===== config.mk =====
export PLATFORM = sky130hd
export DESIGN_NAME = ber_counters
export DESIGN_NICKNAME = d
export VERILOG_FILES = /design/src/design/ber_pkg.sv /design/src/design/ber_counters.sv
export SDC_FILE = /design/constraint.sdc
export NUM_CORES = 1
export LEC_CHECK = 0
export ABC_AREA = 1
export BUFFER_PORTS_ARGS = -buffer_cell sky130_fd_sc_hd__buf_2
export CORE_ASPECT_RATIO = 0.7
export CORE_MARGIN = 10
export CORE_UTILIZATION = 25
export CTS_CLUSTER_SIZE = 40
export DETAILED_ROUTE_END_ITERATION = 6
export GPL_TIMING_DRIVEN = 0
export PLACE_DENSITY_LB_ADDON = 0.08
export SKIP_LAST_GASP = 1
export SLEW_MARGIN = 15
export SYNTH_ARGS = -nofsm -noshare
export SYNTH_HDL_FRONTEND = slang
export SYNTH_SLANG_ARGS = --single-unit

===== constraint.sdc =====
create_clock -name clk -period 11.2 [get_ports clk]
set_clock_uncertainty 0.05 [all_clocks]
set_input_delay 2.24 -clock clk [delete_from_list [all_inputs] [get_ports clk]]
set_output_delay 2.24 -clock clk [all_outputs]
set_load 0.005 [all_outputs]

===== src/design/ber_pkg.sv =====
package ber_pkg;

  // ==================================================
  // word widths and their vector types
  // ==================================================

  // host command and readback word
  localparam int GPIO_W = 32;
  typedef logic [GPIO_W-1:0] gpio_word_t;

  // one error or bit counter
  localparam int COUNT_W = 64;
  typedef logic [COUNT_W-1:0] count_t;

  // equalizer output sample, two's complement
  localparam int SAMPLE_W = 12;
  typedef logic signed [SAMPLE_W-1:0] sample_t;

  // log source select and readback half-word select
  typedef logic [2:0] log_sel_t;

  // ==================================================
  // command word encoding
  // ==================================================

  // strobe marks a valid command for one cycle
  localparam int CMD_STROBE_BIT = 23;

  // opcodes in bits 31:24
  localparam logic [7:0] OP_SOFT_RESET = 8'h01;
  localparam logic [7:0] OP_LOG_ARM    = 8'h03;
  localparam logic [7:0] OP_RAM_READ   = 8'h04;
  localparam logic [7:0] OP_SNAPSHOT   = 8'h05;
  localparam logic [7:0] OP_CNT_READ   = 8'h06;

  // log buffer fill states
  typedef enum logic [1:0] {
    LOG_IDLE = 2'd0,
    LOG_FILL = 2'd1,
    LOG_FULL = 2'd2
  } logger_state_t;

endpackage


===== src/design/ber_counters.sv =====
`timescale 1ns/1ps

module ber_counters (
  input  logic                clk,
  input  logic                w_reset,
  input  logic                i_clear,
  input  logic                i_snapshot,
  input  ber_pkg::log_sel_t   i_cnt_sel,
  input  logic                i_sym_valid,
  input  logic                i_err_i,
  input  logic                i_err_q,
  output ber_pkg::gpio_word_t o_cnt_word
);
  import ber_pkg::*;

  // counter slots, in readback order
  localparam int IDX_ERR_I = 0;
  localparam int IDX_BIT_I = 1;
  localparam int IDX_ERR_Q = 2;
  localparam int IDX_BIT_Q = 3;
  localparam int N_CNT     = 4;

  // live counters and their frozen copies
  count_t     r_cnt  [N_CNT];
  count_t     r_snap [N_CNT];

  // per slot increment for this symbol
  logic [N_CNT-1:0] w_inc;

  // readback select split into slot and half
  logic [1:0] w_slot;
  logic       w_upper;

  // bit counters see every symbol
  assign w_inc[IDX_ERR_I] = i_err_i;
  assign w_inc[IDX_BIT_I] = 1'b1;
  assign w_inc[IDX_ERR_Q] = i_err_q;
  assign w_inc[IDX_BIT_Q] = 1'b1;

  // ==================================================
  // counting and snapshot
  // ==================================================
  always_ff @(posedge clk) begin
    if (w_reset || i_clear) begin
      for (int k = 0; k < N_CNT; k++) begin
        r_cnt[k]  <= '0;
        r_snap[k] <= '0;
      end
    end else begin
      for (int k = 0; k < N_CNT; k++) begin
        if (i_sym_valid) begin
          r_cnt[k] <= r_cnt[k] + COUNT_W'(w_inc[k]);
        end
        // copy holds until next snapshot or clear
        if (i_snapshot) begin
          r_snap[k] <= r_cnt[k];
        end
      end
    end
  end

  // ==================================================
  // half-word readback
  // ==================================================
  // sel 2:1 picks the counter, sel 0 the half
  assign w_slot  = i_cnt_sel[2:1];
  assign w_upper = i_cnt_sel[0];

  assign o_cnt_word = w_upper ? r_snap[w_slot][COUNT_W-1:GPIO_W]
                              : r_snap[w_slot][GPIO_W-1:0];

endmodule


==> results of run 1 <==
## worst max-delay path by stage
stage / endpoint
detailed placement: o_cnt_word[21]
finish: o_cnt_word[21]
global placement: r_cnt[1][39]
global route: o_cnt_word[21]
CTS: o_cnt_word[21]
floorplan: r_cnt[0][0]
## cell type report
class / count / area share, %
clock buffer: 68 / 4.491
tap: 1537 / 5.719
inverter: 477 / 5.324
buffer: 104 / 1.336
timing repair buffer: 50 / 1.526
sequential: 512 / 45.72
antenna: 2 / 0.01488
clock inverter: 40 / 1.462
multi-input combinational: 2633 / 34.41
## metal layers
layer / global-route usage [%] / share of wire, % / vias to the layer above
li1: - / - / 12230
met1: 30.77 / 53 / 12240
met2: 26.58 / 39 / 733
met3: 2.759 / 6.2 / 105
met4: 3.287 / 1.7 / 2
met5: 0 / 0.010 / -
## cells by family after synthesis
logic type,count (synthesis),share of synthesized area (%)
AO/OA/AOI/OAI,387,7.515
XOR/XNOR,3,0.09010
AND/OR/NAND/NOR,2236,31.73
flip-flops,512,52.71
buffers and inverters,581,7.657
adder cells (fa/ha/maj),7,0.3003
## layout by cell type, fill, tap and decap left out, types with 5 or more instances in the layout
cell / n
sky130_fd_sc_hd__nor2_1: 1068
sky130_fd_sc_hd__nand2_1: 885
sky130_fd_sc_hd__edfxtp_1: 512
sky130_fd_sc_hd__inv_1: 463
sky130_fd_sc_hd__o21ai_0: 176
sky130_fd_sc_hd__a21oi_1: 133
sky130_fd_sc_hd__nand3_1: 90
sky130_fd_sc_hd__buf_2: 71
sky130_fd_sc_hd__clkbuf_1: 67
sky130_fd_sc_hd__o32ai_1: 64
sky130_fd_sc_hd__clkbuf_16: 59
sky130_fd_sc_hd__nand4_1: 42
sky130_fd_sc_hd__nand2_2: 37
sky130_fd_sc_hd__nor2_2: 34
sky130_fd_sc_hd__nor2_4: 32
sky130_fd_sc_hd__nor3_1: 19
sky130_fd_sc_hd__inv_2: 13
sky130_fd_sc_hd__clkinv_1: 12
sky130_fd_sc_hd__nand2_4: 11
sky130_fd_sc_hd__bufinv_16: 11
sky130_fd_sc_hd__buf_16: 11
sky130_fd_sc_hd__o21ai_1: 9
sky130_fd_sc_hd__clkinv_2: 9
sky130_fd_sc_hd__ha_1: 7
sky130_fd_sc_hd__buf_1: 5
sky130_fd_sc_hd__clkbuf_2: 5
## worst register-to-register path: stages (launching register included)
cell,delay (ns)
sky130_fd_sc_hd__edfxtp_1,0.51
sky130_fd_sc_hd__nand2_1,0.21
sky130_fd_sc_hd__nor2_1,0.37
sky130_fd_sc_hd__nand2_1,0.30
sky130_fd_sc_hd__inv_1,0.11
sky130_fd_sc_hd__nand2_1,0.06
sky130_fd_sc_hd__nor2_2,0.39
sky130_fd_sc_hd__nand3_1,0.13
sky130_fd_sc_hd__nand2_1,0.08
sky130_fd_sc_hd__nor2_1,0.04
## Yosys cell counts (19+ instances only)
cell	number
sky130_fd_sc_hd__a21oi_1	133
sky130_fd_sc_hd__nor2_4	32
sky130_fd_sc_hd__edfxtp_1	512
sky130_fd_sc_hd__inv_1	463
sky130_fd_sc_hd__nand2_2	37
sky130_fd_sc_hd__nand4_1	42
sky130_fd_sc_hd__nor2_2	34
sky130_fd_sc_hd__buf_2	33
sky130_fd_sc_hd__nor2_1	1068
sky130_fd_sc_hd__nand2_1	886
sky130_fd_sc_hd__o32ai_1	64
sky130_fd_sc_hd__o21ai_0	176
sky130_fd_sc_hd__nand3_1	90
sky130_fd_sc_hd__clkbuf_1	63
sky130_fd_sc_hd__nor3_1	19
## sequential cells by signal, indices dropped and copies added, names as in the netlist
signal / cells
r_snap: 256
r_cnt: 256
## stage by stage
stage / cells / utilization, % / worst slack (ns)
after CTS: 5421 / 29.13 / 4.745
after floorplan: 3726 / - / 2.599
after detailed placement: 5313 / 27.40 / 4.747
final: 5423 / 29.13 / 4.639
after global placement: 5301 / 27.10 / -2.228
after global routing: 5423 / 29.13 / 4.480
## where the power goes
group | internal [W] | total, W | leakage [nW] | switching [W]
Combinational | 0.0000816 | 0.000335 | 5.29 | 0.000253
Sequential | 0.00219 | 0.00228 | 5.97 | 0.0000961
Clock | 0.00122 | 0.00211 | 0.972 | 0.000893
Total | 0.00349 | 0.00473 | 12.2 | 0.00124
==> qor.log, run 1 <==
qor: detailed_routing.detail-route-antenna-nets 0
qor: hold_path.hold_end r_snap[0][0]
qor: floorplanning.die_width 428.3 um
qor: synthesis.syn_avg_cell_area 7.828 um^2
qor: grt.grt-ovfl-total 0
qor: critical_path.rr_startpoint r_cnt[1][26]
qor: critical_path.critPathTopFamily buffers and inverters
qor: place.routability_congestion_estimate_from_global_placement 0.9766
qor: clock_tree.tritoncts yes
qor: critical_path.cp_cell_sequence clkbuf_1, clkbuf_1, o21ai_0, o32ai_1, nand2_1, nand2_1, buf_2
qor: synthesis.syn_inst 3726
qor: grt.grt_start_max_net_pins 55
qor: clock_tree.cts-buffers-inserted 59
qor: clock_tree.cts.repair_timing.setup_buffer_count 0
qor: critical_path.arrival 4.27 ns
qor: synthesis.postSynth.asyncResetShare 0%
qor: synthesis.yosys_warnings 0
qor: finish.design.final.nets 3854
qor: critical_path.regToRegSetupSlack 8.72 ns
qor: timing.grt_setup_unrepaired no
qor: hold_path.hold_path.startpoint r_cnt[0][0]
qor: timing.final.period_utilization 58.58%
qor: finish.multiInputGateArea 11570 um^2
qor: critical_path.worst_setup_path_startpoint i_cnt_sel[2]
qor: run.cap_violations 0
qor: hold_path.min_path_type register to register
qor: synthesis.synthTopCellsByArea sky130_fd_sc_hd__edfxtp_1, sky130_fd_sc_hd__nor2_1, sky130_fd_sc_hd__nand2_1, sky130_fd_sc_hd__inv_1, sky130_fd_sc_hd__o21ai_0
qor: grt.antenna_found_initial 9
qor: timing.timing.final.max_slew_violations 0
qor: detailed_routing.detail_route.wirelength 129.7 mm
qor: critical_path.path_class input pin to primary output
qor: grt.first_pass_grt_wire_length 180.9 mm
qor: clock_tree.cts_hold_buf 0
qor: finish.final_design_instance_area_without_fill 33630 um^2
qor: synthesis.synth_cell_types 33
qor: clock_tree.cts.clk_slew.worst_paths 0.07 ns
qor: critical_path.cpMaxStageDelayCell sky130_fd_sc_hd__clkbuf_1
qor: clock_tree.cts_root_buf sky130_fd_sc_hd__clkbuf_16
qor: timing.timing.fmax 152.4 MHz
qor: power_and_ir_drop.report.power.total 0.004727 W
qor: detailed_routing.drc_errors 0
qor: floorplanning.vertical_extent_of_the_die 305.8 um
qor: timing.maxSlewHeadroom 22.62%
qor: clock_tree.cts-root-to-sink-buffers 3
qor: power_and_ir_drop.worst_ir_drop_vdd 117.7 uV
qor: clock_tree.clk_latency 0.66 ns
qor: synthesis.syn-cell-area 29170 um^2
qor: floorplanning.floorplan.io_pins 42
qor: finish.drive_gt1_share 8.187%
qor: place.io_buffers 38
qor: power_and_ir_drop.power_per_cell_area 140.6 nW/um^2
qor: critical_path.reg2regPathDepth 9
qor: finish.layout.filler_cells 12.49k
qor: clock_tree.cts_num_sinks 512
qor: detailed_routing.detail_route.iter0.violations 2840
qor: synthesis.netlist.top_cell.by_area sky130_fd_sc_hd__edfxtp_1
qor: synthesis.synth-main-ff-cell sky130_fd_sc_hd__edfxtp_1
qor: critical_path.crit_path_start_kind input pin
qor: critical_path.critical_path_required_time 8.91 ns
qor: critical_path.endpoint_kind primary output
qor: finish.syn2layout_area_growth 15.29%
qor: detailed_routing.routed_via_density 4.668
qor: status.run_status finished, final reports clean
qor: critical_path.cpPeakStageDelay 0.55 ns
qor: floorplanning.floorplan.rows 104
qor: place.dp_hpwl 105.0 mm
qor: timing.setup_violations 0
qor: synthesis.post-synth-top-area-fraction 52.71%
qor: grt.first_global_vias 23.35k
qor: timing.accumulated_negative_setup_slack 0 ns
qor: timing.tightestPinTransition 1.161 ns
qor: finish.seqCellArea 15370 um^2
qor: synthesis.synthesis.nets 3743
qor: detailed_routing.number_of_optimization_iterations_in_the_first_detailed_route_pass 6
qor: floorplanning.design.die.area 131000 um^2
qor: detailed_routing.number_of_vias_after_detailed_routing 25.32k
qor: grt.global_route.usage.total 19.12%
qor: critical_path.crit_fanout 10
qor: synthesis.register_area_share_after_synthesis 52.71%
qor: floorplanning.initial_core_util 25.27%
qor: power_and_ir_drop.leakage 12.23 nW
qor: floorplanning.design.core.area 115400 um^2
qor: hold_path.hold-path-cell-count 2
qor: synthesis.synth_edf_count 512
qor: detailed_routing.detail_route.wl_per_cell 23.92 um
qor: synthesis.ys_seq_elements 512
qor: critical_path.regToRegEndpoint r_cnt[1][61]
qor: critical_path.cp.depth 7
qor: clock_tree.cts_htree_levels 2
qor: critical_path.critical_path.n_buffers_inverters 3
qor: clock_tree.cts.repair.resized 0
qor: timing.final_period_minus_worst_setup_slack 6.561 ns
qor: timing.hold_slack_final 0.5452 ns
qor: timing.final-hold-violation-count 0
qor: place.placed_cell_area 31620 um^2
(Power assumes the default switching activity.)
==> run 2, diff against run 1 <==
Settings changed: ABC_AREA 1 to 0.
Clock period 11.2 ns to 6.7 ns, I/O delays scaled along.
==> qor.log, run 2 <==
qor: clock_tree.cts-buffers-inserted 57
qor: detailed_routing.detail_route.wirelength 89.82 mm
qor: power_and_ir_drop.leakage 10.61 nW
qor: synthesis.post-synth-top-count-cell sky130_fd_sc_hd__edfxtp_1
qor: critical_path.arrival 3.76 ns
qor: clock_tree.cts_root_buf sky130_fd_sc_hd__clkbuf_16
qor: detailed_routing.detail_route.iter0.violations 1792
qor: grt.first_global_vias 17.11k
qor: synthesis.synth-main-ff-cell sky130_fd_sc_hd__edfxtp_1
qor: floorplanning.vertical_extent_of_the_die 289.1 um
qor: clock_tree.clk_latency 0.64 ns
qor: grt.grt_start_max_net_pins 60
qor: floorplanning.design.core.area 102400 um^2
qor: floorplanning.die_width 404.4 um
qor: floorplanning.floorplan.io_pins 42
qor: power_and_ir_drop.worst_ir_drop_vdd 189.7 uV
qor: grt.antenna_found_initial 16
qor: finish.drive_gt1_share 10.98%
qor: critical_path.path_class input pin to primary output
qor: critical_path.crit_fanout 10
qor: finish.layout_commonest_cell sky130_fd_sc_hd__edfxtp_1
qor: timing.timing.fmax 194.0 MHz
qor: place.dp_hpwl 66.59 mm
qor: synthesis.netlist.top_cell.by_area sky130_fd_sc_hd__edfxtp_1
qor: clock_tree.cts.repair_timing.setup_buffer_count 0
qor: synthesis.syn_avg_cell_area 12.12 um^2
qor: timing.setup_violations 0
qor: synthesis.syn_inst 2134
qor: finish.layoutNonFillerInstCount 3638
qor: clock_tree.cts_hold_buf 0
qor: critical_path.critical_path_required_time 5.31 ns
qor: place.io_buffers 36
qor: synthesis.synthesis.nets 2151
qor: timing.grt_setup_unrepaired no
qor: finish.layout.filler_cells 10.41k
qor: place.placed_cell_area 27990 um^2
qor: timing.final-hold-violation-count 0
qor: floorplanning.initial_core_util 25.26%
qor: timing.tightestPinTransition 1.206 ns
qor: clock_tree.cts_htree_levels 2
qor: finish.final_design_instance_area_without_fill 29840 um^2
qor: grt.global_route.usage.total 15.03%
qor: timing.final.period_utilization 76.93%
qor: finish.largestRegisters r_cnt x256, r_snap x256
qor: synthesis.postSynth.asyncResetShare 0%
qor: detailed_routing.detail_route.wl_per_cell 24.69 um
qor: run.cap_violations 0
qor: clock_tree.cts.clk_slew.worst_paths 0.06 ns
qor: detailed_routing.number_of_optimization_iterations_in_the_first_detailed_route_pass 5
qor: finish.syn2layout_area_growth 15.41%
qor: clock_tree.cts.repair.resized 0
qor: clock_tree.cts-root-to-sink-buffers 3
qor: synthesis.ys_seq_elements 512
qor: critical_path.crit_path_start_kind input pin
qor: grt.grt-ovfl-total 0
qor: finish.layout_common_cells sky130_fd_sc_hd__edfxtp_1, sky130_fd_sc_hd__and3_1, sky130_fd_sc_hd__nor2_1
qor: finish.design.final.nets 2256
qor: place.place.detailed.instances 3530
qor: clock_tree.cts_num_sinks 512
qor: detailed_routing.detail-route-antenna-nets 0
qor: synthesis.synth_edf_count 512
qor: timing.final_period_minus_worst_setup_slack 5.154 ns
qor: timing.timing.final.max_slew_violations 0
qor: detailed_routing.number_of_vias_after_detailed_routing 18.16k
qor: synthesis.synthTopCellsByArea sky130_fd_sc_hd__edfxtp_1, sky130_fd_sc_hd__and3_1, sky130_fd_sc_hd__mux4_2, sky130_fd_sc_hd__nand4_1, sky130_fd_sc_hd__xor2_1
qor: power_and_ir_drop.power_per_cell_area 248.4 nW/um^2
qor: synthesis.syn-cell-area 25860 um^2
qor: critical_path.regToRegSetupSlack 3.21 ns
qor: grt.first_pass_grt_wire_length 127.9 mm
qor: critical_path.endpoint_kind primary output
qor: synthesis.post-synth-top-area-fraction 59.46%
qor: clock_tree.tritoncts yes
qor: place.routability_congestion_estimate_from_global_placement 0.8747
qor: power_and_ir_drop.report.power.total 0.007412 W
qor: status.run_status finished, final reports clean
qor: synthesis.synth_cell_types 34
qor: timing.maxSlewHeadroom 19.62%
qor: floorplanning.design.die.area 116900 um^2
qor: synthesis.yosys_warnings 0
qor: synthesis.synth.cells.most_frequent sky130_fd_sc_hd__edfxtp_1, sky130_fd_sc_hd__and3_1, sky130_fd_sc_hd__nor2_1, sky130_fd_sc_hd__clkbuf_1, sky130_fd_sc_hd__nand4_1
qor: floorplanning.floorplan.rows 98
qor: synthesis.register_area_share_after_synthesis 59.46%
qor: detailed_routing.routed_via_density 4.991
qor: detailed_routing.drc_errors 0
qor: hold_path.min_path_type register to register
==> run 2: cell types whose count changed after synthesis, sizes merged, moves of 75 or more <==
| cell | previous run | this run |
|---|---|---|
| xor2 | 3 | 82 |
| nand2 | 933 | 85 |
| nand4 | 42 | 117 |
| o21ai | 187 | 77 |
| nor2 | 1138 | 172 |
| inv | 476 | 28 |
| and3 | 0 | 289 |
| or3 | 0 | 87 |
==> run 2: cell type report <==
| type | instances | area (um^2) | area share [%] |
|---|---|---|---|
| Sequential cell | 512 | 15370 | 51.52 |
| Multi-Input combinational cell | 1464 | 9925 | 33.26 |
| Tap cell | 1350 | 1689 | 5.660 |
| Clock buffer | 65 | 1499 | 5.023 |
| Buffer | 130 | 493.0 | 1.652 |
| Timing Repair Buffer | 46 | 412.9 | 1.384 |
| Clock inverter | 41 | 339.1 | 1.136 |
| Inverter | 28 | 105.1 | 0.3522 |
| Antenna cell | 2 | 5.005 | 0.01677 |
==> run 2: kinds of logic after synthesis <==
family,Yosys count,synth area share (%)
multiplexers,96,6.968
adder cells (fa/ha/maj),7,0.3387
AND/OR/NAND/NOR,1006,21.70
buffers and inverters,158,2.303
XOR/XNOR,138,4.674
AO/OA/AOI/OAI,217,4.558
flip-flops,512,59.46
==> run 2: metrics by stage <==
| stage | setup WS, ns | hold WS [ns] | setup TNS [ns] | util (%) |
|---|---|---|---|---|
| floorplan | 1.573 | 0.4977 | 0 | - |
| global placement | -1.076 | 0.5610 | -340.94 | 27.08 |
| detailed placement | 1.451 | 0.5584 | 0 | 27.34 |
| CTS | 1.446 | 0.5901 | 0 | 29.13 |
| global route | 1.359 | 0.6169 | 0 | 29.14 |
| finish | 1.546 | 0.5771 | 0 | 29.15 |
==> run 2: metal layers <==
metal / track usage, % / share of wire, % / vias up
met5: 0 / 0 / -
met4: 3.007 / 1.7 / 0
met3: 2.600 / 6.0 / 96
met2: 20.43 / 39 / 520
met1: 24.21 / 53 / 9006
li1: - / - / 8536
==> run 2: worst paths after layout <==
check          startpoint  cells after the start             end
max          i_cnt_sel[1]                      5  o_cnt_word[23]
min           r_cnt[0][0]                      1    r_snap[0][0]
max reg2reg   r_cnt[1][0]                      6    r_cnt[1][40]
min reg2reg   r_cnt[0][0]                      1    r_snap[0][0]
==> run 2: worst max-delay path, cell delays in order <==
cell                       delay (ns)
sky130_fd_sc_hd__clkbuf_1        0.62
sky130_fd_sc_hd__buf_1           0.66
sky130_fd_sc_hd__mux4_2          0.67
sky130_fd_sc_hd__mux2_2          0.33
sky130_fd_sc_hd__buf_2           0.14
==> run 2: report_power, final <==
part / switching (W) / leakage [nW] / total [W] / internal, W
Sequential: 0.000176 / 5.97 / 0.00383 / 0.00366
Combinational: 0.000232 / 3.74 / 0.000368 / 0.000136
Clock: 0.00142 / 0.899 / 0.00321 / 0.00179
Total: 0.00183 / 10.6 / 0.00741 / 0.00559
