==> config.mk <==
export PLATFORM = sky130hd
export DESIGN_NAME = cmd_regfile_flat
export DESIGN_NICKNAME = d
export VERILOG_FILES = /design/src/design/ber_pkg.sv /design/src/design/log_ctrl_if.sv /design/src/design/cmd_regfile.sv /design/src/flat_wrapper.sv
export SDC_FILE = /design/constraint.sdc
export NUM_CORES = 1
export LEC_CHECK = 0
export BUFFER_PORTS_ARGS = -buffer_cell sky130_fd_sc_hd__buf_2
export CAP_MARGIN = 5
export CORE_MARGIN = 3
export CORE_UTILIZATION = 39
export CTS_BUF_LIST = sky130_fd_sc_hd__clkbuf_4
export CTS_CLUSTER_SIZE = 10
export DETAILED_ROUTE_END_ITERATION = 12
export PLACE_DENSITY_LB_ADDON = 0.25
export SLEW_MARGIN = 10
export SYNTH_ARGS = -nofsm -noshare
export SYNTH_HDL_FRONTEND = slang
export SYNTH_SLANG_ARGS = --single-unit
==> constraint.sdc <==
create_clock -name clk -period 1.8 [get_ports clk]
set_input_delay 0.09 -clock clk [delete_from_list [all_inputs] [get_ports clk]]
set_output_delay 0.09 -clock clk [all_outputs]
set_load 0.1 [all_outputs]
==> src/design/ber_pkg.sv <==
package ber_pkg;

  // ==================================================
  // word widths and their vector types
  // ==================================================

  // host command and readback word
  localparam int GPIO_W = 32;
  typedef logic [GPIO_W-1:0] gpio_word_t;

  // one error or bit counter
  localparam int COUNT_W = 64;
  typedef logic [COUNT_W-1:0] count_t;

  // equalizer output sample, two's complement
  localparam int SAMPLE_W = 12;
  typedef logic signed [SAMPLE_W-1:0] sample_t;

  // log source select and readback half-word select
  typedef logic [2:0] log_sel_t;

  // ==================================================
  // command word encoding
  // ==================================================

  // strobe marks a valid command for one cycle
  localparam int CMD_STROBE_BIT = 23;

  // opcodes in bits 31:24
  localparam logic [7:0] OP_SOFT_RESET = 8'h01;
  localparam logic [7:0] OP_LOG_ARM    = 8'h03;
  localparam logic [7:0] OP_RAM_READ   = 8'h04;
  localparam logic [7:0] OP_SNAPSHOT   = 8'h05;
  localparam logic [7:0] OP_CNT_READ   = 8'h06;

  // log buffer fill states
  typedef enum logic [1:0] {
    LOG_IDLE = 2'd0,
    LOG_FILL = 2'd1,
    LOG_FULL = 2'd2
  } logger_state_t;

endpackage

==> src/design/log_ctrl_if.sv <==
`timescale 1ns/1ps

interface log_ctrl_if #(
  parameter int LOG_DEPTH = 32768
);
  import ber_pkg::*;

  // log RAM address width
  localparam int ADDR_W = $clog2(LOG_DEPTH);

  // arm the logger
  logic              write_en;
  // which stream goes into the RAM
  log_sel_t          log_sel;
  // host read of the RAM
  logic              read_en;
  logic [ADDR_W-1:0] read_addr;
  // one cycle pulse, restarts the logger
  logic              clear;

  // register file side drives every control
  modport regfile (
    output write_en, log_sel, read_en, read_addr, clear
  );

  // logger only listens
  modport logger (
    input write_en, log_sel, read_en, read_addr, clear
  );

endinterface

==> src/design/cmd_regfile.sv <==
`timescale 1ns/1ps

module cmd_regfile #(
  parameter int LOG_DEPTH = 32768
) (
  input  logic                clk,
  input  logic                w_reset,
  input  ber_pkg::gpio_word_t i_gpio_cmd,
  output ber_pkg::gpio_word_t o_gpio_data,
  log_ctrl_if.regfile         o_log,
  output logic                o_cnt_snapshot,
  output logic                o_cnt_clear,
  output ber_pkg::log_sel_t   o_cnt_sel,
  input  ber_pkg::gpio_word_t i_cnt_word,
  input  ber_pkg::gpio_word_t i_ram_word
);
  import ber_pkg::*;

  localparam int ADDR_W = $clog2(LOG_DEPTH);

  // command field positions
  localparam int OP_LSB      = 24;
  localparam int ARM_EN_BIT  = 3;
  localparam int RD_EN_BIT   = 16;
  localparam int CNT_EN_BIT  = 3;
  localparam int ACTION_BIT  = 0;

  // decoded fields of the incoming word
  logic              w_strobe;
  logic [7:0]        w_opcode;

  // control registers
  logic              r_write_en;
  log_sel_t          r_log_sel;
  logic              r_read_en;
  logic [ADDR_W-1:0] r_read_addr;
  logic              r_cnt_rd_en;
  log_sel_t          r_cnt_sel;
  logic              r_snapshot;
  logic              r_clear;

  assign w_strobe = i_gpio_cmd[CMD_STROBE_BIT];
  assign w_opcode = i_gpio_cmd[OP_LSB +: 8];

  // ==================================================
  // command decode
  // ==================================================
  always_ff @(posedge clk) begin
    if (w_reset) begin
      r_write_en  <= 1'b0;
      r_log_sel   <= '0;
      r_read_en   <= 1'b0;
      r_read_addr <= '0;
      r_cnt_rd_en <= 1'b0;
      r_cnt_sel   <= '0;
      r_snapshot  <= 1'b0;
      r_clear     <= 1'b0;
    end else begin
      // pulses last a single cycle
      r_snapshot <= 1'b0;
      r_clear    <= 1'b0;
      if (w_strobe) begin
        // every accepted word drops the enables first
        r_write_en  <= 1'b0;
        r_read_en   <= 1'b0;
        r_cnt_rd_en <= 1'b0;
        case (w_opcode)
          OP_SOFT_RESET: begin
            r_clear <= i_gpio_cmd[ACTION_BIT];
          end
          OP_LOG_ARM: begin
            r_log_sel  <= i_gpio_cmd[2:0];
            r_write_en <= i_gpio_cmd[ARM_EN_BIT];
          end
          OP_RAM_READ: begin
            r_read_en   <= i_gpio_cmd[RD_EN_BIT];
            r_read_addr <= i_gpio_cmd[ADDR_W-1:0];
          end
          OP_SNAPSHOT: begin
            r_snapshot <= i_gpio_cmd[ACTION_BIT];
          end
          OP_CNT_READ: begin
            r_cnt_sel   <= i_gpio_cmd[2:0];
            r_cnt_rd_en <= i_gpio_cmd[CNT_EN_BIT];
          end
          default: begin
            // unknown opcode, enables already dropped
          end
        endcase
      end
    end
  end

  // ==================================================
  // outputs
  // ==================================================

  // logger controls
  assign o_log.write_en  = r_write_en;
  assign o_log.log_sel   = r_log_sel;
  assign o_log.read_en   = r_read_en;
  assign o_log.read_addr = r_read_addr;
  assign o_log.clear     = r_clear;

  // counter controls
  assign o_cnt_snapshot = r_snapshot;
  assign o_cnt_clear    = r_clear;
  assign o_cnt_sel      = r_cnt_sel;

  // readback select, RAM wins over counters
  always_comb begin
    if (r_read_en) begin
      o_gpio_data = i_ram_word;
    end else if (r_cnt_rd_en) begin
      o_gpio_data = i_cnt_word;
    end else begin
      o_gpio_data = '0;
    end
  end

endmodule

==> src/flat_wrapper.sv <==
// flat-port wrapper written by rule: the top's interface ports become plain ports
module cmd_regfile_flat import ber_pkg::*;
#(
  parameter int LOG_DEPTH = 32768
)
  (clk, w_reset, i_gpio_cmd, o_gpio_data, o_cnt_snapshot, o_cnt_clear, o_cnt_sel, i_cnt_word, i_ram_word, o_log_write_en, o_log_log_sel, o_log_read_en, o_log_read_addr, o_log_clear);
  log_ctrl_if #(.LOG_DEPTH(LOG_DEPTH)) o_log_i ();
  input  logic clk;
  input  logic w_reset;
  input  ber_pkg::gpio_word_t i_gpio_cmd;
  output ber_pkg::gpio_word_t o_gpio_data;
  output logic o_cnt_snapshot;
  output logic o_cnt_clear;
  output ber_pkg::log_sel_t o_cnt_sel;
  input  ber_pkg::gpio_word_t i_cnt_word;
  input  ber_pkg::gpio_word_t i_ram_word;
  output wire logic [$bits(o_log_i.write_en)-1:0] o_log_write_en;
  output wire logic [$bits(o_log_i.log_sel)-1:0] o_log_log_sel;
  output wire logic [$bits(o_log_i.read_en)-1:0] o_log_read_en;
  output wire logic [$bits(o_log_i.read_addr)-1:0] o_log_read_addr;
  output wire logic [$bits(o_log_i.clear)-1:0] o_log_clear;
  assign o_log_write_en = o_log_i.write_en;
  assign o_log_log_sel = o_log_i.log_sel;
  assign o_log_read_en = o_log_i.read_en;
  assign o_log_read_addr = o_log_i.read_addr;
  assign o_log_clear = o_log_i.clear;
  cmd_regfile #(.LOG_DEPTH(LOG_DEPTH)) u_core (.clk(clk), .w_reset(w_reset), .i_gpio_cmd(i_gpio_cmd), .o_gpio_data(o_gpio_data), .o_log(o_log_i), .o_cnt_snapshot(o_cnt_snapshot), .o_cnt_clear(o_cnt_clear), .o_cnt_sel(o_cnt_sel), .i_cnt_word(i_cnt_word), .i_ram_word(i_ram_word));
endmodule
==> results of run 1 <==
==> worst min-delay path by stage <==
stage	slack [ps]	cells past startpoint	to
6_report	4	3	u_core.o_log.read_addr[12]
5_1_grt	7	3	u_core.o_log.read_addr[7]
4_1_cts	2	3	u_core.o_log.read_addr[7]
3_5_place_dp	300	2	u_core.o_cnt_clear
3_3_place_gp	300	2	u_core.o_cnt_clear
2_1_floorplan	170	1	u_core.o_cnt_clear
==> critical path, delay by kind of cell, from the launching register on <==
kind,cells,cell delay [ps]
flops,1,350
buf+inv,2,820
==> logic make-up after synthesis <==
| group | Yosys count |
|---|---|
| flops | 26 |
| buf+inv | 15 |
| simple gates | 56 |
| mux | 21 |
| compound gates | 35 |
==> power by group through the flow <==
| stage | Clock [mW] | Sequential (mW) | Combinational (mW) |
|---|---|---|---|
| finish | 0.399 | 0.577 | 0.168 |
| global route | 0.433 | 0.577 | 0.183 |
| CTS | 0.405 | 0.577 | 0.166 |
| detailed placement | 0 | 0.589 | 0.162 |
| global placement | 0 | 0.589 | 0.158 |
| floorplan | 0 | 0.594 | 0.0452 |
==> state kept, by name, indices dropped and copies added, names as in the netlist <==
register / cells
u_core.o_log.read_addr: 15
u_core.o_log.log_sel: 3
u_core.o_log.write_en: 1
u_core.r_cnt_rd_en: 1
u_core.o_log.read_en: 1
u_core.o_cnt_clear: 1
u_core.o_cnt_snapshot: 1
u_core.o_cnt_sel: 3
==> stage by stage <==
stage | setup TNS [ps] | util | cell area, sq um
floorplan | -1820 | - | 1510
global placement | 0 | 0.792 | 2750
detailed placement | 0 | 0.792 | 2750
CTS | 0 | 0.810 | 2810
global route | 0 | 0.813 | 2820
finish | 0 | 0.813 | 2820
==> per-layer routing <==
metal / vias to the layer above / part of all wire
met5: - / 0
met4: 0 / 0.0061
met3: 4 / 0.11
met2: 80 / 0.56
met1: 811 / 0.33
li1: 839 / -
==> synthesized netlist by cell type <==
cell | instances | area, sq um
nand2b_1 | 39 | 244
a22o_1 | 32 | 280
dfxtp_1 | 26 | 521
mux2i_1 | 21 | 210
clkbuf_1 | 12 | 45.0
a21oi_1 | 3 | 15.0
nand3_1 | 3 | 15.0
nand4_1 | 3 | 18.8
nor2b_1 | 3 | 18.8
nand2_1 | 2 | 7.51
nor3_1 | 2 | 10.0
and3_1 | 1 | 6.26
buf_12 | 1 | 20.0
buf_4 | 1 | 7.51
buf_6 | 1 | 11.3
nor3b_1 | 1 | 7.51
nor4b_1 | 1 | 8.76
nor4b_4 | 1 | 23.8
==> final cells by class <==
cell class              instances  area share
multi-input cells             112       0.322
well taps                      46      0.0204
flip-flops and latches         26       0.185
clock buffers                   3     0.00799
clock inverters                 1      0.0107
repair buffers                155       0.454
==> results.sh, run 1 <==
export IMPL_busiest_layer="met2"
export IMPL_cts_tree="built"
export IMPL_portBuffers=148
export IMPL_cts_path_max_buffers=2
export IMPL_viasPerCell=5.06
export IMPL_clk_insertion_delay_late_ps=320
export IMPL_use_met3=0.0715
export IMPL_synthCells=153
export IMPL_cts_num_sinks=26
export IMPL_grt_pass1_vias=1571
export IMPL_synth_top_family_by_area="simple AND/OR/NAND/NOR gates"
export IMPL_final_cell_mix="buf_2, nand2b_1, a22o_2, buf_12, dfxtp_1"
export IMPL_critPathKind="reg -> out"
export IMPL_p_comb_frac=0.147
export IMPL_firstDrtPassIters=4
export IMPL_drc=0
export IMPL_swShare=0.214
export IMPL_dpl_worst_slack_ps=458
export IMPL_start_util=0.424
export IMPL_wl_per_cell_microns=17.3
export IMPL_core_area_sq_mm=0.00347
export IMPL_max_cap_violations=0
export IMPL_finalNetCount=396
export IMPL_antennaDiodeCount=0
export IMPL_via_count=1734
export IMPL_period_share=0.881
export IMPL_p_clk_frac=0.349
export IMPL_power_leakage_nw=1.36
export IMPL_worst_slew_margin_rel=0.658
export IMPL_synth_adder_area_share=0
export IMPL_place_congestion=0.737
export IMPL_hpwl_microns=4860
export IMPL_grt_max_degree=40
export IMPL_numCtsBuffers=3
export IMPL_final_common_cell="buf_2"
export IMPL_seqPwrFrac=0.504
export IMPL_synthSimpleGateAreaFrac=0.245
export IMPL_multi_input_area_sq_um=908
export IMPL_syn_to_final_growth_pct=91.7
export IMPL_worstMarginPinSlew_ps=512
export IMPL_cpPeakStageDelay_ps=500
export IMPL_post_cts_buffers=0
export IMPL_finalMaxSlewViolations=0
export IMPL_final_antenna_net_count=0
export IMPL_layout_setup_ws_ps=214
export IMPL_die_area_sq_mm=0.00454
export IMPL_start_kind="register"
export IMPL_die_w_microns=67.4
export IMPL_worstPathCellList="buf_4 -> buf_2"
export IMPL_overflow=0
export IMPL_synth_compound_area_share=0.201
export IMPL_hp_class="in -> reg"
export IMPL_syn_cell_area_sq_mm=0.00147
export IMPL_cpMaxStageDelayCell="buf_2"
export IMPL_finClkSkew_ps=0
export IMPL_finalSetupViolCount=0
export IMPL_total_power_mw=1.14
export IMPL_grt_usage=0.242
export IMPL_h_tree_depth=1
export IMPL_fp_row_count=21
export IMPL_period_needed_ps=1590
export IMPL_grt_setup_unrepaired="false"
export IMPL_ys_warn_count=0
export IMPL_antenna_found_initial=0
export IMPL_crit_start="u_core.o_log.read_en"
export IMPL_r2r_slack_ps=840
export IMPL_worstRegToRegCells=3
export IMPL_status="finished clean"
export IMPL_required_ps=1710
export IMPL_grt_pass1_wl_microns=8160
export IMPL_grtUsageMet2=0.477
export IMPL_synth_seq_area_share=0.354
export IMPL_ctsResizeCount=0
export IMPL_powerDensity_mw_per_mm2=406
export IMPL_reg2reg_to="u_core.o_log.read_en"
export IMPL_final_cells=343
export IMPL_nFillCells=241
export IMPL_hold_violations=0
export IMPL_synthMuxAreaShare=0.143
export IMPL_clkSlewWorstSetupHoldPaths_ps=140
export IMPL_p_int_mw=0.898
export IMPL_die_y_microns=67.4
export IMPL_fmax_mhz=631
export IMPL_cts_hold_buf=1
export IMPL_wl_microns=5940
export IMPL_cp_arrival_ps=1500
export IMPL_path_max_fanout=34
export IMPL_ios=156
export IMPL_synth_xor_area_frac=0
export IMPL_ys_ff_latch=26
export IMPL_synth_fp_nets=251
export IMPL_p_switching_mw=0.245
export IMPL_syn_area_per_cell_sq_um=9.61
export IMPL_cts_root_buf="clkbuf_4"
export IMPL_ys_types=18
export IMPL_min_from="i_gpio_cmd[12]"
export IMPL_worstSetupEndpoint="o_log_read_en"
export IMPL_end_kind="output pin"
export IMPL_met1_usage=0.250
export IMPL_dp_cells=337
export IMPL_ff_latch_area_sq_um=522
export IMPL_ir_drop_mv=0.466
export IMPL_rr_startpoint="u_core.o_log.read_en"
export IMPL_drive_gt1_frac=0.646
export IMPL_first_iter_violations=61
export IMPL_holdWs_ps=4.29
No activity file was read; power rests on OpenSTA's default activity.
==> inputs of run 2 (changes only) <==
--- a/config.mk
+++ b/config.mk
@@ -7,7 +7,6 @@
 export LEC_CHECK = 0
 export BUFFER_PORTS_ARGS = -buffer_cell sky130_fd_sc_hd__buf_2
 export CAP_MARGIN = 5
-export CORE_MARGIN = 3
 export CORE_UTILIZATION = 39
 export CTS_BUF_LIST = sky130_fd_sc_hd__clkbuf_4
 export CTS_CLUSTER_SIZE = 10
==> run 2 against run 1 <==
  * Combinational power hardly changed
  * Flip-flop and latch count stayed put
  * Global-route usage is 1.1 points higher
  * Hold slack worse by 0.60 ps
  * Routed wire length is 11% lower
  * Setup slack worse by 79 ps
  * Clock-buffer cell count stayed put
  * Final cell count is 0.58% higher
  * Critical endpoint unchanged
  * Highest routed layer unchanged
==> results.sh, run 2 (synthesized netlist as in run 1, its figures left out) <==
export IMPL_layout_setup_ws_ps=135
export IMPL_final_cells=345
export IMPL_firstDrtPassIters=4
export IMPL_cpMaxStageDelayCell="dfxtp_2"
export IMPL_max_cap_violations=0
export IMPL_ir_drop_mv=0.483
export IMPL_finalNetCount=398
export IMPL_seqPwrFrac=0.503
export IMPL_cts_root_buf="clkbuf_4"
export IMPL_placed_area_sq_mm=0.00276
export IMPL_power_leakage_nw=1.37
export IMPL_min_from="i_gpio_cmd[24]"
export IMPL_path_max_fanout=24
export IMPL_fmax_mhz=601
export IMPL_die_w_microns=63.4
export IMPL_period_share=0.925
export IMPL_total_power_mw=1.15
export IMPL_first_iter_violations=51
export IMPL_die_area_sq_mm=0.00402
export IMPL_die_y_microns=63.4
export IMPL_grt_max_degree=40
export IMPL_utilization=0.822
export IMPL_dp_cells=337
export IMPL_drc=0
export IMPL_final_cell_mix="buf_2, nand2b_1, buf_12"
export IMPL_r2r_slack_ps=1050
export IMPL_swShare=0.213
export IMPL_antenna_found_initial=0
export IMPL_final_antenna_net_count=0
export IMPL_wl_per_cell_microns=15.4
export IMPL_cts_path_max_buffers=2
export IMPL_holdWs_ps=3.69
export IMPL_wl_microns=5300
export IMPL_finalMaxSlewViolations=0
export IMPL_required_ps=1710
export IMPL_rr_startpoint="u_core.o_log.read_en"
export IMPL_via_count=1700
export IMPL_finClkSkew_ps=0
export IMPL_hp_class="in -> reg"
export IMPL_p_comb_frac=0.149
export IMPL_fp_row_count=21
export IMPL_crit_start="u_core.o_log.read_en"
export IMPL_viasPerCell=4.93
export IMPL_clkSlewWorstSetupHoldPaths_ps=140
export IMPL_cpPeakStageDelay_ps=480
export IMPL_hold_violations=0
export IMPL_syn_to_final_growth_pct=94.0
export IMPL_critPathKind="reg -> out"
export IMPL_worstSetupEndpoint="o_log_read_en"
export IMPL_ios=156
export IMPL_grt_setup_unrepaired="false"
export IMPL_largest_register_ffs=15
export IMPL_antennaDiodeCount=0
export IMPL_cp_arrival_ps=1570
export IMPL_worstRegToRegCells=2
export IMPL_period_needed_ps=1660
export IMPL_start_kind="register"
export IMPL_hpwl_microns=4320
export IMPL_worst_slew_margin_rel=0.669
export IMPL_portBuffers=148
export IMPL_p_switching_mw=0.244
export IMPL_p_int_mw=0.902
export IMPL_grt_pass1_wl_microns=8010
export IMPL_start_util=0.424
export IMPL_grt_pass1_vias=1656
export IMPL_clk_insertion_delay_late_ps=320
export IMPL_powerDensity_mw_per_mm2=402
export IMPL_drive_gt1_frac=0.642
export IMPL_finalSetupViolCount=0
export IMPL_numCtsBuffers=3
export IMPL_tns_ps=0
export IMPL_p_clk_frac=0.348
export IMPL_reg2reg_to="u_core.o_log.read_en"
export IMPL_place_congestion=0.791
export IMPL_overflow=0
export IMPL_status="finished clean"
export IMPL_grt_usage=0.253
export IMPL_core_area_sq_mm=0.00347
export IMPL_final_common_cell="buf_2"
export IMPL_cts_num_sinks=26
export IMPL_design_area_sq_mm=0.00285
export IMPL_worstMarginPinSlew_ps=495
export IMPL_h_tree_depth=1
export IMPL_cts_tree="built"
export IMPL_end_kind="output pin"
export IMPL_dpl_worst_slack_ps=493
export IMPL_worstPathCellList="buf_4 -> buf_2"
==> run 2: cell count changes in the layout (fill, tap and decap cells not counted), sizes merged <==
cell         change
dlygate4sd3      +2
==> run 2: how the worst min path moves through the flow <==
stage | endpoint | slack, ps | cells past startpoint
after global placement | u_core.o_cnt_clear | 310 | 2
after floorplan | u_core.o_cnt_clear | 170 | 1
final | u_core.o_cnt_snapshot | 4 | 3
after detailed placement | u_core.o_cnt_clear | 310 | 2
after CTS | u_core.o_cnt_snapshot | 0.03 | 3
after global routing | u_core.o_cnt_snapshot | 4 | 3
==> run 2: power by group through the flow <==
stage,sequential (mW),combinational (mW),clock [mW]
after floorplan,0.594,0.0452,0
after global placement,0.589,0.158,0
after detailed placement,0.589,0.164,0
after CTS,0.577,0.167,0.404
after global routing,0.577,0.185,0.428
final,0.577,0.171,0.399
==> run 2: per-layer routing <==
layer  part of all wire  global-route usage  up-vias
met1               0.38               0.271      778
li1                   -                   -      848
met3              0.064              0.0543        6
met4              0.012              0.0625        0
met2               0.55               0.489       68
met5                  0                   0        -
==> run 2: area by class of cell <==
class | count | area, sq um
timing repair buffer | 157 | 1310
multi-input combinational | 112 | 908
fill | 252 | 617
sequential | 26 | 522
tap | 46 | 57.6
clock inverter | 1 | 30.0
clock buffer | 3 | 22.5
==> run 2: repair_timing <==
item                                   CTS  global route
buffers inserted                         0             0
hold buffers                             1             3
resized for setup                        0             0
endpoints found under the hold margin    1             3
==> run 2: critical path, delay by kind of cell, from the launching register on <==
family / cells / cell delay, ps
flip-flops: 1 / 480
buffers and inverters: 2 / 780
==> inputs of run 3 (changes only) <==
--- a/config.mk
+++ b/config.mk
@@ -7,7 +7,9 @@
 export LEC_CHECK = 0
 export BUFFER_PORTS_ARGS = -buffer_cell sky130_fd_sc_hd__buf_2
 export CAP_MARGIN = 5
-export CORE_UTILIZATION = 39
+export CELL_PAD_IN_SITES_DETAIL_PLACEMENT = 1
+export CELL_PAD_IN_SITES_GLOBAL_PLACEMENT = 1
+export CORE_UTILIZATION = 25
 export CTS_BUF_LIST = sky130_fd_sc_hd__clkbuf_4
 export CTS_CLUSTER_SIZE = 10
 export DETAILED_ROUTE_END_ITERATION = 12
==> run 3 against run 2 <==
  * Die area is 54% higher
  * Utilization is 29 points lower
  * Combinational power is 8% higher
==> results.sh, run 3 (synthesized netlist as in run 1, its figures left out) <==
export IMPL_fmax_mhz=593
export IMPL_cts_num_sinks=26
export IMPL_die_w_microns=78.7
export IMPL_drc=0
export IMPL_numCtsBuffers=3
export IMPL_cp_arrival_ps=1600
export IMPL_cts_root_buf="clkbuf_4"
export IMPL_finalSetupViolCount=0
export IMPL_holdWs_ps=17.6
export IMPL_ios=156
export IMPL_wl_microns=6280
export IMPL_clkSlewWorstSetupHoldPaths_ps=140
export IMPL_path_max_fanout=34
export IMPL_die_y_microns=78.7
export IMPL_min_to="u_core.o_log.read_en"
export IMPL_hpwl_microns=4760
export IMPL_final_antenna_net_count=0
export IMPL_total_power_mw=1.16
export IMPL_worst_slew_margin_rel=0.638
export IMPL_start_util=0.264
export IMPL_viasPerCell=4.72
export IMPL_grt_usage=0.190
export IMPL_syn_to_final_growth_pct=100
export IMPL_antenna_found_initial=0
export IMPL_firstDrtPassIters=4
export IMPL_status="finished clean"
export IMPL_rr_startpoint="u_core.o_log.read_en"
export IMPL_grt_max_degree=40
export IMPL_min_from="i_gpio_cmd[16]"
export IMPL_largest_register_ffs=15
export IMPL_grt_setup_unrepaired="false"
export IMPL_max_cap_violations=0
export IMPL_finalMaxSlewViolations=0
export IMPL_crit_start="u_core.o_log.read_en"
export IMPL_final_common_cell="buf_2"
export IMPL_fp_row_count=27
export IMPL_dpl_worst_slack_ps=-122
export IMPL_via_count=1779
export IMPL_period_share=0.937
export IMPL_final_cell_mix="buf_2, nand2b_1, a22o_2, buf_12, dfxtp_1"
export IMPL_overflow=0
export IMPL_finClkSkew_ps=0
export IMPL_hold_violations=0
export IMPL_period_needed_ps=1690
export IMPL_portBuffers=148
export IMPL_worstRegToRegCells=3
export IMPL_core_area_sq_mm=0.00557
export IMPL_powerDensity_mw_per_mm2=393
export IMPL_antennaDiodeCount=0
export IMPL_tns_ps=0
export IMPL_post_cts_buffers=0
export IMPL_h_tree_depth=1
export IMPL_grt_pass1_wl_microns=9210
export IMPL_layout_setup_ws_ps=114
export IMPL_cts_path_max_buffers=2
export IMPL_required_ps=1710
export IMPL_holdPathStages=3
export IMPL_die_area_sq_mm=0.00619
export IMPL_ir_drop_mv=0.326
export IMPL_worstMarginPinSlew_ps=542
export IMPL_cts_tree="built"
export IMPL_drive_gt1_frac=0.626
export IMPL_critPathKind="reg -> out"
export IMPL_end_kind="output pin"
export IMPL_r2r_slack_ps=720
export IMPL_start_kind="register"
export IMPL_hp_class="in -> reg"
export IMPL_first_iter_violations=42
export IMPL_clk_insertion_delay_late_ps=310
export IMPL_power_leakage_nw=1.39
export IMPL_grt_pass1_vias=1767
export IMPL_wl_per_cell_microns=16.7
export IMPL_finalNetCount=404
export IMPL_place_congestion=0.672
export IMPL_reg2reg_to="u_core.o_log.read_en"
-- run 3: worst max-delay path, cell delays in order (launching register included) --
cell,delay (ps)
dfxtp_2,420
buf_4,360
buf_2,500
-- run 3: what timing repair did --
action                                  CTS  global route
endpoints found under the hold margin     7             4
gates resized for setup                   2             0
endpoints found under the setup margin   32             0
hold buffers                              7             4
-- run 3: worst max-delay path by stage --
stage,endpoint,slack [ps]
after floorplan,o_gpio_data[0],-60
after global placement,o_gpio_data[3],-130
after detailed placement,o_gpio_data[8],-120
after CTS,o_log_read_en,110
after global routing,o_log_read_en,30
final,o_log_read_en,110
-- run 3: final cells by class --
class | instances | area, sq um
Clock buffer | 3 | 22.5
Clock inverter | 1 | 30.0
Fill cell | 658 | 2630
Multi-Input combinational cell | 113 | 927
Sequential cell | 26 | 522
Tap cell | 72 | 90.1
Timing Repair Buffer | 162 | 1350
-- run 3: layer usage --
metal,up-vias,track usage,part of all wire
met2,89,0.357,0.51
met4,0,0.0537,0.022
met3,10,0.0442,0.082
met5,-,0,0
met1,818,0.210,0.38
li1,862,-,-
-- run 3: stage by stage --
stage / instance area, sq um / util / std cells
after floorplan: 1510 / - / 153
after global placement: 2760 / 0.496 / 361
after detailed placement: 2760 / 0.496 / 361
after CTS: 2910 / 0.521 / 373
after global routing: 2950 / 0.528 / 377
final: 2950 / 0.528 / 377
-- run 3: power by group --
group	switching, mW	internal (mW)
Combinational	0.0744	0.110
Clock	0.172	0.225
Sequential	0.000368	0.576
Total	0.247	0.911
